File: config.mk
export PLATFORM = sky130hd
export DESIGN_NAME = decode_unit
export DESIGN_NICKNAME = d
export VERILOG_FILES = /design/src/decode_pkg.sv /design/src/decode_unit.sv /design/src/inst_decoder.sv /design/src/inst_router.sv /design/src/issue_reg.sv
export VERILOG_INCLUDE_DIRS = /design/src
export SDC_FILE = /design/constraint.sdc
export NUM_CORES = 1
export LEC_CHECK = 0
export BUFFER_PORTS_ARGS = -buffer_cell sky130_fd_sc_hd__buf_2
export CAP_MARGIN = 30
export CORE_AREA = 2 2 141 143
export CTS_CLUSTER_DIAMETER = 30
export DETAILED_ROUTE_END_ITERATION = 7
export DIE_AREA = 0 0 143 145
export PLACE_DENSITY = 0.8
export SETUP_SLACK_MARGIN = 0.1
export SYNTH_ARGS = -nofsm -noshare
export SYNTH_HDL_FRONTEND = slang
export SYNTH_SLANG_ARGS = --single-unit
File: constraint.sdc
create_clock -name clk -period 10.3 [get_ports clk]
set_clock_uncertainty 0.05 [all_clocks]
set_input_delay 0.515 -clock clk [delete_from_list [all_inputs] [get_ports clk]]
set_output_delay 0.515 -clock clk [all_outputs]
set_load 0.005 [all_outputs]
File: src/decode_settings.svh
/*
 * Pipe count and per-pipe instruction subsets of the decode stage.
 * Subset macros refer to decode_pkg constants. Compile the package first.
 * The router holds subsets for at most four pipes.
 */
`ifndef DECODE_SETTINGS_SVH
`define DECODE_SETTINGS_SVH

// Number of execute pipes from 1 to 4
`define DECODE_NUM_PIPES 3

// Pipe 0 is the ALU with jumps and branches
`define DECODE_PIPE0_SUBSET (decode_pkg::OP_ADD_VEC | decode_pkg::OP_JAL_VEC | \
                             decode_pkg::OP_JALR_VEC | decode_pkg::OP_BNE_VEC)

// Pipe 1 is the multiplier that also takes adds
`define DECODE_PIPE1_SUBSET (decode_pkg::OP_MUL_VEC | decode_pkg::OP_ADD_VEC)

// Pipe 2 runs loads and stores
`define DECODE_PIPE2_SUBSET (decode_pkg::OP_LW_VEC | decode_pkg::OP_SW_VEC)

// Spare fourth pipe runs all of TinyRV1
`define DECODE_PIPE3_SUBSET (decode_pkg::OP_ALL_VEC)

`endif

File: src/decode_pkg.sv
/*
 * Types shared by the decode stage.
 * Each micro-op value is also its bit position in rv_op_vec.
 */
package decode_pkg;

  // --------------------------------------------------
  // Micro-ops and subset vectors
  // --------------------------------------------------

  typedef enum logic [2:0] {
    OP_ADD  = 3'd0,
    OP_MUL  = 3'd1,
    OP_LW   = 3'd2,
    OP_SW   = 3'd3,
    OP_JAL  = 3'd4,
    OP_JALR = 3'd5,
    OP_BNE  = 3'd6
  } rv_uop;

  // One bit per micro-op
  typedef logic [6:0] rv_op_vec;

  localparam rv_op_vec OP_ADD_VEC  = 7'b000_0001;
  localparam rv_op_vec OP_MUL_VEC  = 7'b000_0010;
  localparam rv_op_vec OP_LW_VEC   = 7'b000_0100;
  localparam rv_op_vec OP_SW_VEC   = 7'b000_1000;
  localparam rv_op_vec OP_JAL_VEC  = 7'b001_0000;
  localparam rv_op_vec OP_JALR_VEC = 7'b010_0000;
  localparam rv_op_vec OP_BNE_VEC  = 7'b100_0000;
  localparam rv_op_vec OP_ALL_VEC  = 7'b111_1111;

  // --------------------------------------------------
  // RV32 major opcodes used by TinyRV1
  // --------------------------------------------------

  typedef enum logic [6:0] {
    OPC_OP     = 7'b011_0011,
    OPC_LOAD   = 7'b000_0011,
    OPC_STORE  = 7'b010_0011,
    OPC_BRANCH = 7'b110_0011,
    OPC_JALR   = 7'b110_0111,
    OPC_JAL    = 7'b110_1111
  } rv_opcode;

  // --------------------------------------------------
  // Messages
  // --------------------------------------------------

  // Fetch to decode
  typedef struct packed {
    logic [31:0] inst;
    logic [31:0] pc;
  } f_d_msg;

  // Decode to execute in 82 bits
  typedef struct packed {
    rv_uop       uop;
    logic [31:0] pc;
    logic [4:0]  rd;
    logic [4:0]  rs1;
    logic [4:0]  rs2;
    // Sign-extended immediate
    logic [31:0] imm;
  } d_x_msg;

endpackage

File: src/decode_unit.sv
/*
 * Decode stage top. Decoder, router and one issue register per pipe.
 * Two cycles of latency without back-pressure.
 * Order is kept within a pipe only.
 */
`timescale 1ns/1ps
`include "decode_settings.svh"

module decode_unit (
  input  logic                                       clk,
  input  logic                                       reset,
  input  logic                                       f_val,
  input  decode_pkg::f_d_msg                         f_msg,
  output logic                                       f_rdy,
  output logic               [`DECODE_NUM_PIPES-1:0] x_val,
  output decode_pkg::d_x_msg [`DECODE_NUM_PIPES-1:0] x_msg,
  input  logic               [`DECODE_NUM_PIPES-1:0] x_rdy,
  output logic                                       illegal
);

  import decode_pkg::*;

  // Decoder to router
  logic   d_val;
  logic   d_rdy;
  d_x_msg d_msg;

  // Router to issue registers
  logic [`DECODE_NUM_PIPES-1:0] route_val;
  logic [`DECODE_NUM_PIPES-1:0] route_rdy;

  inst_decoder inst_decoder_i (
    .clk     (clk),
    .reset   (reset),
    .f_val   (f_val),
    .f_msg   (f_msg),
    .f_rdy   (f_rdy),
    .d_val   (d_val),
    .d_msg   (d_msg),
    .d_rdy   (d_rdy),
    .illegal (illegal)
  );

  // Only the micro-op steers routing
  inst_router inst_router_i (
    .d_val     (d_val),
    .d_uop     (d_msg.uop),
    .d_rdy     (d_rdy),
    .route_val (route_val),
    .route_rdy (route_rdy)
  );

  // Same message offered to every pipe
  for (genvar i = 0; i < `DECODE_NUM_PIPES; i++) begin : g_pipe
    issue_reg issue_reg_i (
      .clk    (clk),
      .reset  (reset),
      .in_val (route_val[i]),
      .in_msg (d_msg),
      .in_rdy (route_rdy[i]),
      .x_val  (x_val[i]),
      .x_msg  (x_msg[i]),
      .x_rdy  (x_rdy[i])
    );
  end

endmodule

File: src/inst_decoder.sv
/*
 * Fetch-to-decode register with TinyRV1 field decode.
 * Register fields a format does not use read as zero, as does imm for R-type.
 * Encodings outside TinyRV1 are dropped with a one-cycle illegal pulse.
 */
`timescale 1ns/1ps

module inst_decoder (
  input  logic               clk,
  input  logic               reset,
  input  logic               f_val,
  input  decode_pkg::f_d_msg f_msg,
  output logic               f_rdy,
  output logic               d_val,
  output decode_pkg::d_x_msg d_msg,
  input  logic               d_rdy,
  output logic               illegal
);

  import decode_pkg::*;

  // funct3 and funct7 values of TinyRV1
  localparam logic [2:0] F3_ZERO = 3'b000;
  localparam logic [2:0] F3_WORD = 3'b010;
  localparam logic [2:0] F3_BNE  = 3'b001;
  localparam logic [6:0] F7_ADD  = 7'b000_0000;
  localparam logic [6:0] F7_MUL  = 7'b000_0001;

  f_d_msg      fd_q;
  logic        full_q;
  logic [2:0]  funct3;
  logic [6:0]  funct7;
  logic        legal;
  rv_uop       uop;
  logic [31:0] imm;
  logic        use_rd;
  logic        use_rs1;
  logic        use_rs2;
  logic [31:0] imm_i;
  logic [31:0] imm_s;
  logic [31:0] imm_b;
  logic [31:0] imm_j;

  // --------------------------------------------------
  // Fetch-to-decode register
  // --------------------------------------------------

  // Loads while empty or while the current entry leaves
  assign f_rdy = !full_q || d_rdy;

  always_ff @(posedge clk) begin
    if (reset) begin
      full_q <= 1'b0;
    end else if (f_rdy) begin
      full_q <= f_val;
    end
  end

  // Payload only
  always_ff @(posedge clk) begin
    if (f_val && f_rdy) begin
      fd_q <= f_msg;
    end
  end

  // --------------------------------------------------
  // Field decode
  // --------------------------------------------------

  assign funct3 = fd_q.inst[14:12];
  assign funct7 = fd_q.inst[31:25];

  // Immediates per format
  assign imm_i = {{20{fd_q.inst[31]}}, fd_q.inst[31:20]};
  assign imm_s = {{20{fd_q.inst[31]}}, fd_q.inst[31:25], fd_q.inst[11:7]};
  assign imm_b = {{19{fd_q.inst[31]}}, fd_q.inst[31], fd_q.inst[7],
                  fd_q.inst[30:25], fd_q.inst[11:8], 1'b0};
  assign imm_j = {{11{fd_q.inst[31]}}, fd_q.inst[31], fd_q.inst[19:12],
                  fd_q.inst[20], fd_q.inst[30:21], 1'b0};

  always_comb begin
    legal   = 1'b0;
    uop     = OP_ADD;
    imm     = '0;
    use_rd  = 1'b0;
    use_rs1 = 1'b0;
    use_rs2 = 1'b0;
    case (rv_opcode'(fd_q.inst[6:0]))
      OPC_OP: begin
        // ADD and MUL differ only in funct7
        if (funct3 == F3_ZERO && (funct7 == F7_ADD || funct7 == F7_MUL)) begin
          legal   = 1'b1;
          uop     = (funct7 == F7_MUL) ? OP_MUL : OP_ADD;
          use_rd  = 1'b1;
          use_rs1 = 1'b1;
          use_rs2 = 1'b1;
        end
      end
      OPC_LOAD: begin
        if (funct3 == F3_WORD) begin
          legal   = 1'b1;
          uop     = OP_LW;
          imm     = imm_i;
          use_rd  = 1'b1;
          use_rs1 = 1'b1;
        end
      end
      OPC_STORE: begin
        if (funct3 == F3_WORD) begin
          legal   = 1'b1;
          uop     = OP_SW;
          imm     = imm_s;
          use_rs1 = 1'b1;
          use_rs2 = 1'b1;
        end
      end
      OPC_BRANCH: begin
        if (funct3 == F3_BNE) begin
          legal   = 1'b1;
          uop     = OP_BNE;
          imm     = imm_b;
          use_rs1 = 1'b1;
          use_rs2 = 1'b1;
        end
      end
      OPC_JALR: begin
        if (funct3 == F3_ZERO) begin
          legal   = 1'b1;
          uop     = OP_JALR;
          imm     = imm_i;
          use_rd  = 1'b1;
          use_rs1 = 1'b1;
        end
      end
      OPC_JAL: begin
        legal  = 1'b1;
        uop    = OP_JAL;
        imm    = imm_j;
        use_rd = 1'b1;
      end
      default: begin
        legal = 1'b0;
      end
    endcase
  end

  always_comb begin
    d_msg.uop = uop;
    d_msg.pc  = fd_q.pc;
    d_msg.rd  = use_rd  ? fd_q.inst[11:7]  : 5'd0;
    d_msg.rs1 = use_rs1 ? fd_q.inst[19:15] : 5'd0;
    d_msg.rs2 = use_rs2 ? fd_q.inst[24:20] : 5'd0;
    d_msg.imm = imm;
  end

  // Illegal entries never reach the router and leave the same cycle
  assign d_val   = full_q && legal;
  assign illegal = full_q && !legal;

  // Offered micro-op held until the router takes it
  a_d_msg_stable: assert property (@(posedge clk) disable iff (reset)
    d_val && !d_rdy |=> d_val && $stable(d_msg));

endmodule

File: src/inst_router.sv
/*
 * Priority router of one micro-op to one of up to four pipes.
 * Purely combinational. Only the claiming pipe sees route_val.
 * Pipe subsets come from the settings header.
 */
`timescale 1ns/1ps
`include "decode_settings.svh"

module inst_router (
  input  logic                         d_val,
  input  decode_pkg::rv_uop            d_uop,
  output logic                         d_rdy,
  output logic [`DECODE_NUM_PIPES-1:0] route_val,
  input  logic [`DECODE_NUM_PIPES-1:0] route_rdy
);

  import decode_pkg::*;

  localparam int NUM_PIPES = `DECODE_NUM_PIPES;

  // Subset table indexed by pipe
  localparam rv_op_vec PIPE_SUBSETS [0:3] = '{
    `DECODE_PIPE0_SUBSET,
    `DECODE_PIPE1_SUBSET,
    `DECODE_PIPE2_SUBSET,
    `DECODE_PIPE3_SUBSET
  };

  // Pipe i can run the current micro-op
  logic [NUM_PIPES-1:0] eligible;
  // Some pipe below index i is eligible and ready
  logic [NUM_PIPES:0]   found;

  if (NUM_PIPES < 1 || NUM_PIPES > 4) begin : g_bad_pipe_count
    $error("decode_unit supports 1 to 4 pipes");
  end

  // --------------------------------------------------
  // Per-pipe eligibility and priority chain
  // --------------------------------------------------

  assign found[0] = 1'b0;

  for (genvar i = 0; i < NUM_PIPES; i++) begin : g_pipe
    // Micro-op value selects its bit in the subset
    assign eligible[i] = PIPE_SUBSETS[i][d_uop];

    // First eligible ready pipe claims it
    assign route_val[i] = d_val && eligible[i] && route_rdy[i] && !found[i];

    assign found[i+1] = found[i] || (eligible[i] && route_rdy[i]);
  end

  // --------------------------------------------------
  // Back to the decoder
  // --------------------------------------------------

  // With d_val high the chain end is the OR of all transfers
  assign d_rdy = found[NUM_PIPES] || !d_val;

  // Every offered micro-op has a pipe that can run it
  a_uop_has_pipe: assert final (!d_val || (|eligible));

endmodule

File: src/issue_reg.sv
/*
 * One-entry decode-to-execute register for one pipe.
 * Ready passes through from x_rdy so a full register can reload while
 * its entry leaves. Full throughput with one cycle of latency.
 */
`timescale 1ns/1ps

module issue_reg (
  input  logic               clk,
  input  logic               reset,
  input  logic               in_val,
  input  decode_pkg::d_x_msg in_msg,
  output logic               in_rdy,
  output logic               x_val,
  output decode_pkg::d_x_msg x_msg,
  input  logic               x_rdy
);

  import decode_pkg::*;

  logic   full_q;
  d_x_msg msg_q;

  // --------------------------------------------------
  // Occupancy
  // --------------------------------------------------

  // Empty, or the entry leaves on this edge
  assign in_rdy = !full_q || x_rdy;

  always_ff @(posedge clk) begin
    if (reset) begin
      full_q <= 1'b0;
    end else if (in_rdy) begin
      full_q <= in_val;
    end
  end

  // --------------------------------------------------
  // Payload
  // --------------------------------------------------

  always_ff @(posedge clk) begin
    if (in_val && in_rdy) begin
      msg_q <= in_msg;
    end
  end

  assign x_val = full_q;
  assign x_msg = msg_q;

  // Execute side sees a stable offer until it takes it
  a_x_hold: assert property (@(posedge clk) disable iff (reset)
    x_val && !x_rdy |=> x_val && $stable(x_msg));

endmodule

==> results of run 1 <==
## logic make-up (layout without fill, tap and decap cells)
family,count (synthesis),in the layout
and+or+nand+nor,74,74
AOI/OAI and AO/OA,36,36
DFF,281,281
other,0,1
buffers and inverters,43,410
## power by group
part / total (mW) / switching, mW / internal, mW
sequential: 1.30 / 0.0181 / 1.28
clock: 1.48 / 0.510 / 0.966
combinational: 0.0318 / 0.0172 / 0.0147
## per-layer routing
metal  up-vias  wire, µm  GRT usage
met5         -        11          0
met4         2       789     0.0960
met3        61      1420     0.0587
met2       261     11200      0.356
met1      2531      8090      0.233
li1       2356         -          -
## synth_stat cells, drive strengths merged, types with 4 or more instances
cell type and n:
edfxtp 277, buf 39, and2 19, a21o 8
nand2 8, nor2 8, nor2b 7, a21oi 6
nand3 5, nor4 5, a22o 4, dfxtp 4
## worst paths after layout
path | from | to | slack [ps] | depth (start not counted)
min | f_msg[53] | inst_decoder_i.fd_q[53] | 110 | 1
max reg2reg | inst_decoder_i.fd_q[38] | g_pipe[1].issue_reg_i.x_msg[79] | 6390 | 5
min reg2reg | inst_decoder_i.d_msg[77] | g_pipe[2].issue_reg_i.x_msg[77] | 410 | 0
max | inst_decoder_i.fd_q[38] | g_pipe[1].issue_reg_i.x_msg[79] | 6390 | 5
## through the flow
stage | util | cells | hold slack [ps] | area, µm²
6_report | 0.660 | 1067 | 114 | 12700
5_1_grt | 0.660 | 1067 | 94.0 | 12700
4_1_cts | 0.660 | 1066 | 95.6 | 12700
3_5_place_dp | 0.580 | 983 | 405 | 11100
3_3_place_gp | 0.580 | 983 | 397 | 11100
2_1_floorplan | - | 434 | 390 | 9460
## layout make-up
type / count / area, µm²
sequential: 281 / 8400
fill: 1252 / 6540
timing repair buffer: 324 / 1630
clock buffer: 54 / 1200
multi-input combinational: 110 / 776
tap: 265 / 332
clock inverter: 29 / 317
inverter: 3 / 11.3
antenna: 1 / 2.50
## worst max-delay path: cells and delay by family, from the launching register on
family / cells / cell delay [ps]
AOI/OAI and AO/OA: 2 / 930
DFF: 1 / 530
buffers and inverters: 1 / 630
and+or+nand+nor: 2 / 1310
## sequential cells by signal, indices dropped and copies added (netlist names)
register and count:
inst_decoder_i.fd_q 32, inst_decoder_i.d_msg 32, g_pipe.issue_reg_i.x_msg 213, g_pipe.issue_reg_i.x_val 3, inst_decoder_i.full_q 1
## cells in the final DEF, fill, tap and decap left out, drive strengths merged, types with 4 or more instances in the layout
| cell type | n |
|---|---|
| a21o | 8 |
| a21oi | 6 |
| a22o | 4 |
| and2 | 19 |
| buf | 324 |
| bufinv | 5 |
| clkbuf | 54 |
| clkinv | 13 |
| dfxtp | 4 |
| edfxtp | 277 |
| inv | 11 |
| nand2 | 8 |
| nand3 | 5 |
| nor2 | 8 |
| nor2b | 7 |
| nor4 | 5 |
==> impl_metrics.yaml, run 1 <==
yosys:
  netlist_area_um2: 9460
  synth-seq-cells: 281
  synth_cell_types: 43
  synth_enable_flop_cells: 277
  postSynthCellCount: 434
  yosysTopAreaCellShare: 0.880
  synth-warning-count: 0
  synth_ff_type: "edfxtp_1"
  syn_area_per_cell_um2: 21.8
  yosys.area.top_type: "edfxtp_1"
  synth_mux_area_frac: 0
  synth-xor-area-share: 0
  async_flop_share: 0
  synth-compound-area-share: 0.0320
  synthAdderAreaFrac: 0
  synth.net_count: 504
  ys_top_cells_by_area: "edfxtp_1, buf_4, and2_1"
  synth_top_family_by_area: "simple AND/OR/NAND/NOR gates"
  yosys.area_share.simple: 0.0468
  ys_seq_area_frac: 0.888
setup_path:
  cpPeakStageDelay_ps: 770
  cp_slowest_cell: "nor2b_4"
  crit_path_start_kind: "register"
  arrival_ps: 4000
  required_ps: 10390
  worstSetupPathType: "register to register"
  crit_path_cell_trace: "or3b_1, o31ai_1, o2111ai_1, nor2b_4, buf_4"
  end_kind: "register"
  crit_path_max_fanout: 43
grt:
  grt_usage: 0.205
  grt_max_degree: 65
  grt_pass1_wl_um: 31400
  antenna_found_initial: 2
  grt_pass1_vias: 5417
  overflow: 0
hold_path:
  hold_class: "input port to register"
floorplan:
  chipHeight_um: 145
  rows: 51
  die_area_um2: 20700
  coreArea_um2: 19200
  die_x_um: 143
  start_util: 0.492
  io_pins: 321
detailed_routing:
  wirelength_um: 21500
  vias_per_cell: 4.88
  drc: 0
  dr_total_vias: 5211
  wire_per_inst_um: 20.1
  dr.pass1.iters: 4
  drt-initial-drc-count: 261
  ant_nets: 0
sta:
  post-route-min-period_ps: 3910
  finalMaxSlewViolations: 0
  tightest_slew_ps: 933
  relSlewSlack: 0.378
  max_clock_freq_mhz: 256
  fin_ws_ps: 6390
  setup_tns_ps: 0
  setup_viol: 0
  grt_setup_unrepaired: "false"
  timing.final.crit_share: 0.379
  finalHoldViolations: 0
clock_tree:
  cts_resized: 0
  htreeDepth: 2
  clock_latency_ps: 520
  clk_pin_slew_ps: 50
  cts_root_buf: "clkbuf_16"
  cts_setup_buffers: 0
  cts_buffers: 45
  clock_sinks: 281
  cts_buffer_depth: 3
  tritoncts: "built"
  postCtsHoldBufs: 0
pwr:
  total_power_mw: 2.81
  vdd_drop_max_mv: 0.172
  powerDensity_nw_per_um2: 221
  p_leak_nw: 4.82
placed_design:
  pre_cts_ws_ps: 6430
  dp_hpwl_um: 14200
  gp_congestion: 0.896
  port-buffer-count: 320
cells_and_area:
  fin_nets: 835
  layout-drive-gt1-share: 0.511
  area_growth_pct: 34.0
run_status:
  status: "completed"
job:
  maxCapViolCount: 0
(Power assumes the default switching activity.)
==> run 2, diff against run 1 <==
--- a/config.mk
+++ b/config.mk
@@ -6,6 +6,7 @@
 export SDC_FILE = /design/constraint.sdc
 export NUM_CORES = 1
 export LEC_CHECK = 0
+export ABC_AREA = 1
 export BUFFER_PORTS_ARGS = -buffer_cell sky130_fd_sc_hd__buf_2
 export CAP_MARGIN = 30
 export CORE_AREA = 2 2 141 143
==> constraint.sdc (replaced) <==
create_clock -name clk -period 3.71 [get_ports clk]
set_clock_uncertainty 0.05 [all_clocks]
set_input_delay 0.1855 -clock clk [delete_from_list [all_inputs] [get_ports clk]]
set_output_delay 0.1855 -clock clk [all_outputs]
set_load 0.005 [all_outputs]
==> impl_metrics.yaml, run 2 <==
setup_path:
  reg2reg_setup_slack_ps: 1010
  end_kind: "register"
  crit_path_start_kind: "register"
  required_ps: 3790
  critPathBufInv: 2
  cp_slowest_cell: "buf_4"
  worstSetupPathType: "register to register"
  cpPeakStageDelay_ps: 580
  arrival_ps: 2780
  crit_family: "simple AND/OR/NAND/NOR gates"
  crit_path_max_fanout: 49
  crit_path_cell_trace: "nor3_1, nand3_1, nand2_2, nor2_4, nand2_4, nand2_1, inv_1, nand2_1, nor2_4, buf_4"
floorplan:
  die_x_um: 143
  die_area_um2: 20700
  start_util: 0.495
  coreArea_um2: 19200
  rows: 51
  io_pins: 321
  chipHeight_um: 145
cells_and_area:
  fillers: 1212
  register_area_um2: 8400
  multi_input_area_um2: 691
  area_growth_pct: 41.4
  final_cell_mix: "buf_2, edfxtp_1, dlygate4sd3_1"
  layout_commonest_cell: "buf_2"
  final_area_um2: 13400
  largest_reg_flops: 213
  layout-drive-gt1-share: 0.471
  fin_nets: 966
sta:
  relSlewSlack: 0.447
  setup_viol: 0
  setup_tns_ps: 0
  grt_setup_unrepaired: "false"
  tightest_slew_ps: 829
  finalMaxSlewViolations: 0
  finalHoldViolations: 0
  post-route-min-period_ps: 2700
  max_clock_freq_mhz: 371
  timing.final.crit_share: 0.727
pwr:
  total_power_mw: 7.80
  p_leak_nw: 5.93
  vdd_drop_max_mv: 0.440
  powerDensity_nw_per_um2: 580
yosys:
  synth-warning-count: 0
  postSynthCellCount: 490
  synth-seq-cells: 281
  yosysMostFrequentCell: "edfxtp_1"
  ys_top_cells_by_area: "edfxtp_1, buf_4, nor2_1"
  synth_cell_types: 24
  synth_ff_type: "edfxtp_1"
  syn_area_per_cell_um2: 19.4
  netlist_area_um2: 9510
  synthTopCellsByCount: "edfxtp_1, nor2_1, inv_1"
  yosys.area.top_type: "edfxtp_1"
  synth.net_count: 560
  async_flop_share: 0
  synth_enable_flop_cells: 277
  yosysTopAreaCellShare: 0.875
  ys_seq_area_frac: 0.883
job:
  maxCapViolCount: 0
grt:
  grt_pass1_vias: 5888
  antenna_found_initial: 5
  grt_pass1_wl_um: 32000
  overflow: 0
  grt_usage: 0.207
  grt_max_degree: 54
placed_design:
  dp_hpwl_um: 14000
  gp_congestion: 0.865
  port-buffer-count: 320
  place_area_um2: 11300
detailed_routing:
  wire_per_inst_um: 18.2
  wirelength_um: 21800
  drt-initial-drc-count: 180
  vias_per_cell: 4.74
  drc: 0
  dr.pass1.iters: 6
  dr_total_vias: 5672
  ant_nets: 0
clock_tree:
  clock_latency_ps: 510
  tritoncts: "built"
  clock_sinks: 281
  cts_buffers: 44
  htreeDepth: 2
  cts_root_buf: "clkbuf_16"
  cts_buffer_depth: 3
  cts_resized: 0
  clk_pin_slew_ps: 50
hold_path:
  hold_class: "input port to register"
run_status:
  status: "completed"
run 2: worst min-delay path, stage by stage:
cell and delay [ps]:
buf_2 110, inv_1 110, nor2_4 90
run 2: path summary, 6_finish.rpt:
kind,to,startpoint,cells after the start
worst max-delay path,g_pipe[2].issue_reg_i.x_msg[66],inst_decoder_i.fd_q[37],10
worst min-delay path,inst_decoder_i.fd_q[57],f_val,3
worst max register to register,g_pipe[2].issue_reg_i.x_msg[66],inst_decoder_i.fd_q[37],10
worst min register to register,g_pipe[0].issue_reg_i.x_msg[60],inst_decoder_i.d_msg[60],0
run 2: repair_timing:
action                    in CTS  in global routing
buffers inserted               0                  0
hold endpoints to repair      68                  0
hold buffers                  69                  0
run 2: routing by layer:
layer,track usage,vias to the layer above,wire length [µm]
met4,0.0921,0,860
met2,0.357,328,11100
met3,0.0726,72,2070
li1,-,2589,-
met5,0,-,0
met1,0.228,2683,7760
run 2: where the power goes:
part | switching, mW | internal [mW] | total, mW | leakage [nW]
clock | 1.46 | 2.60 | 4.06 | 0.733
combinational | 0.0754 | 0.0883 | 0.164 | 2.33
sequential | 0.0375 | 3.55 | 3.58 | 2.87
run 2: kinds of logic after synthesis:
| kind of cell | after synthesis | synth area share |
|---|---|---|
| AO/OA/AOI/OAI | 19 | 0.0114 |
| AND/OR/NAND/NOR | 108 | 0.0583 |
| flip-flops | 281 | 0.883 |
| buffers and inverters | 82 | 0.0474 |
run 2: per-stage QoR:
stage	instances	hold WS, ps	setup WS, ps	utilization
after floorplan	490	202	84.7	-
after global placement	1046	312	1090	0.586
after detailed placement	1046	314	982	0.586
after CTS	1192	56.9	986	0.699
after global routing	1197	123	751	0.700
final	1197	128	1010	0.700
run 2: final cells by class:
| cell class | count | share of cell area |
|---|---|---|
| Clock inverter | 31 | 0.0271 |
| Inverter | 45 | 0.0126 |
| Antenna cell | 5 | 0.000930 |
| Timing Repair Buffer | 397 | 0.175 |
| Sequential cell | 281 | 0.624 |
| Clock buffer | 46 | 0.0840 |
| Tap cell | 265 | 0.0247 |
| Multi-Input combinational cell | 127 | 0.0514 |
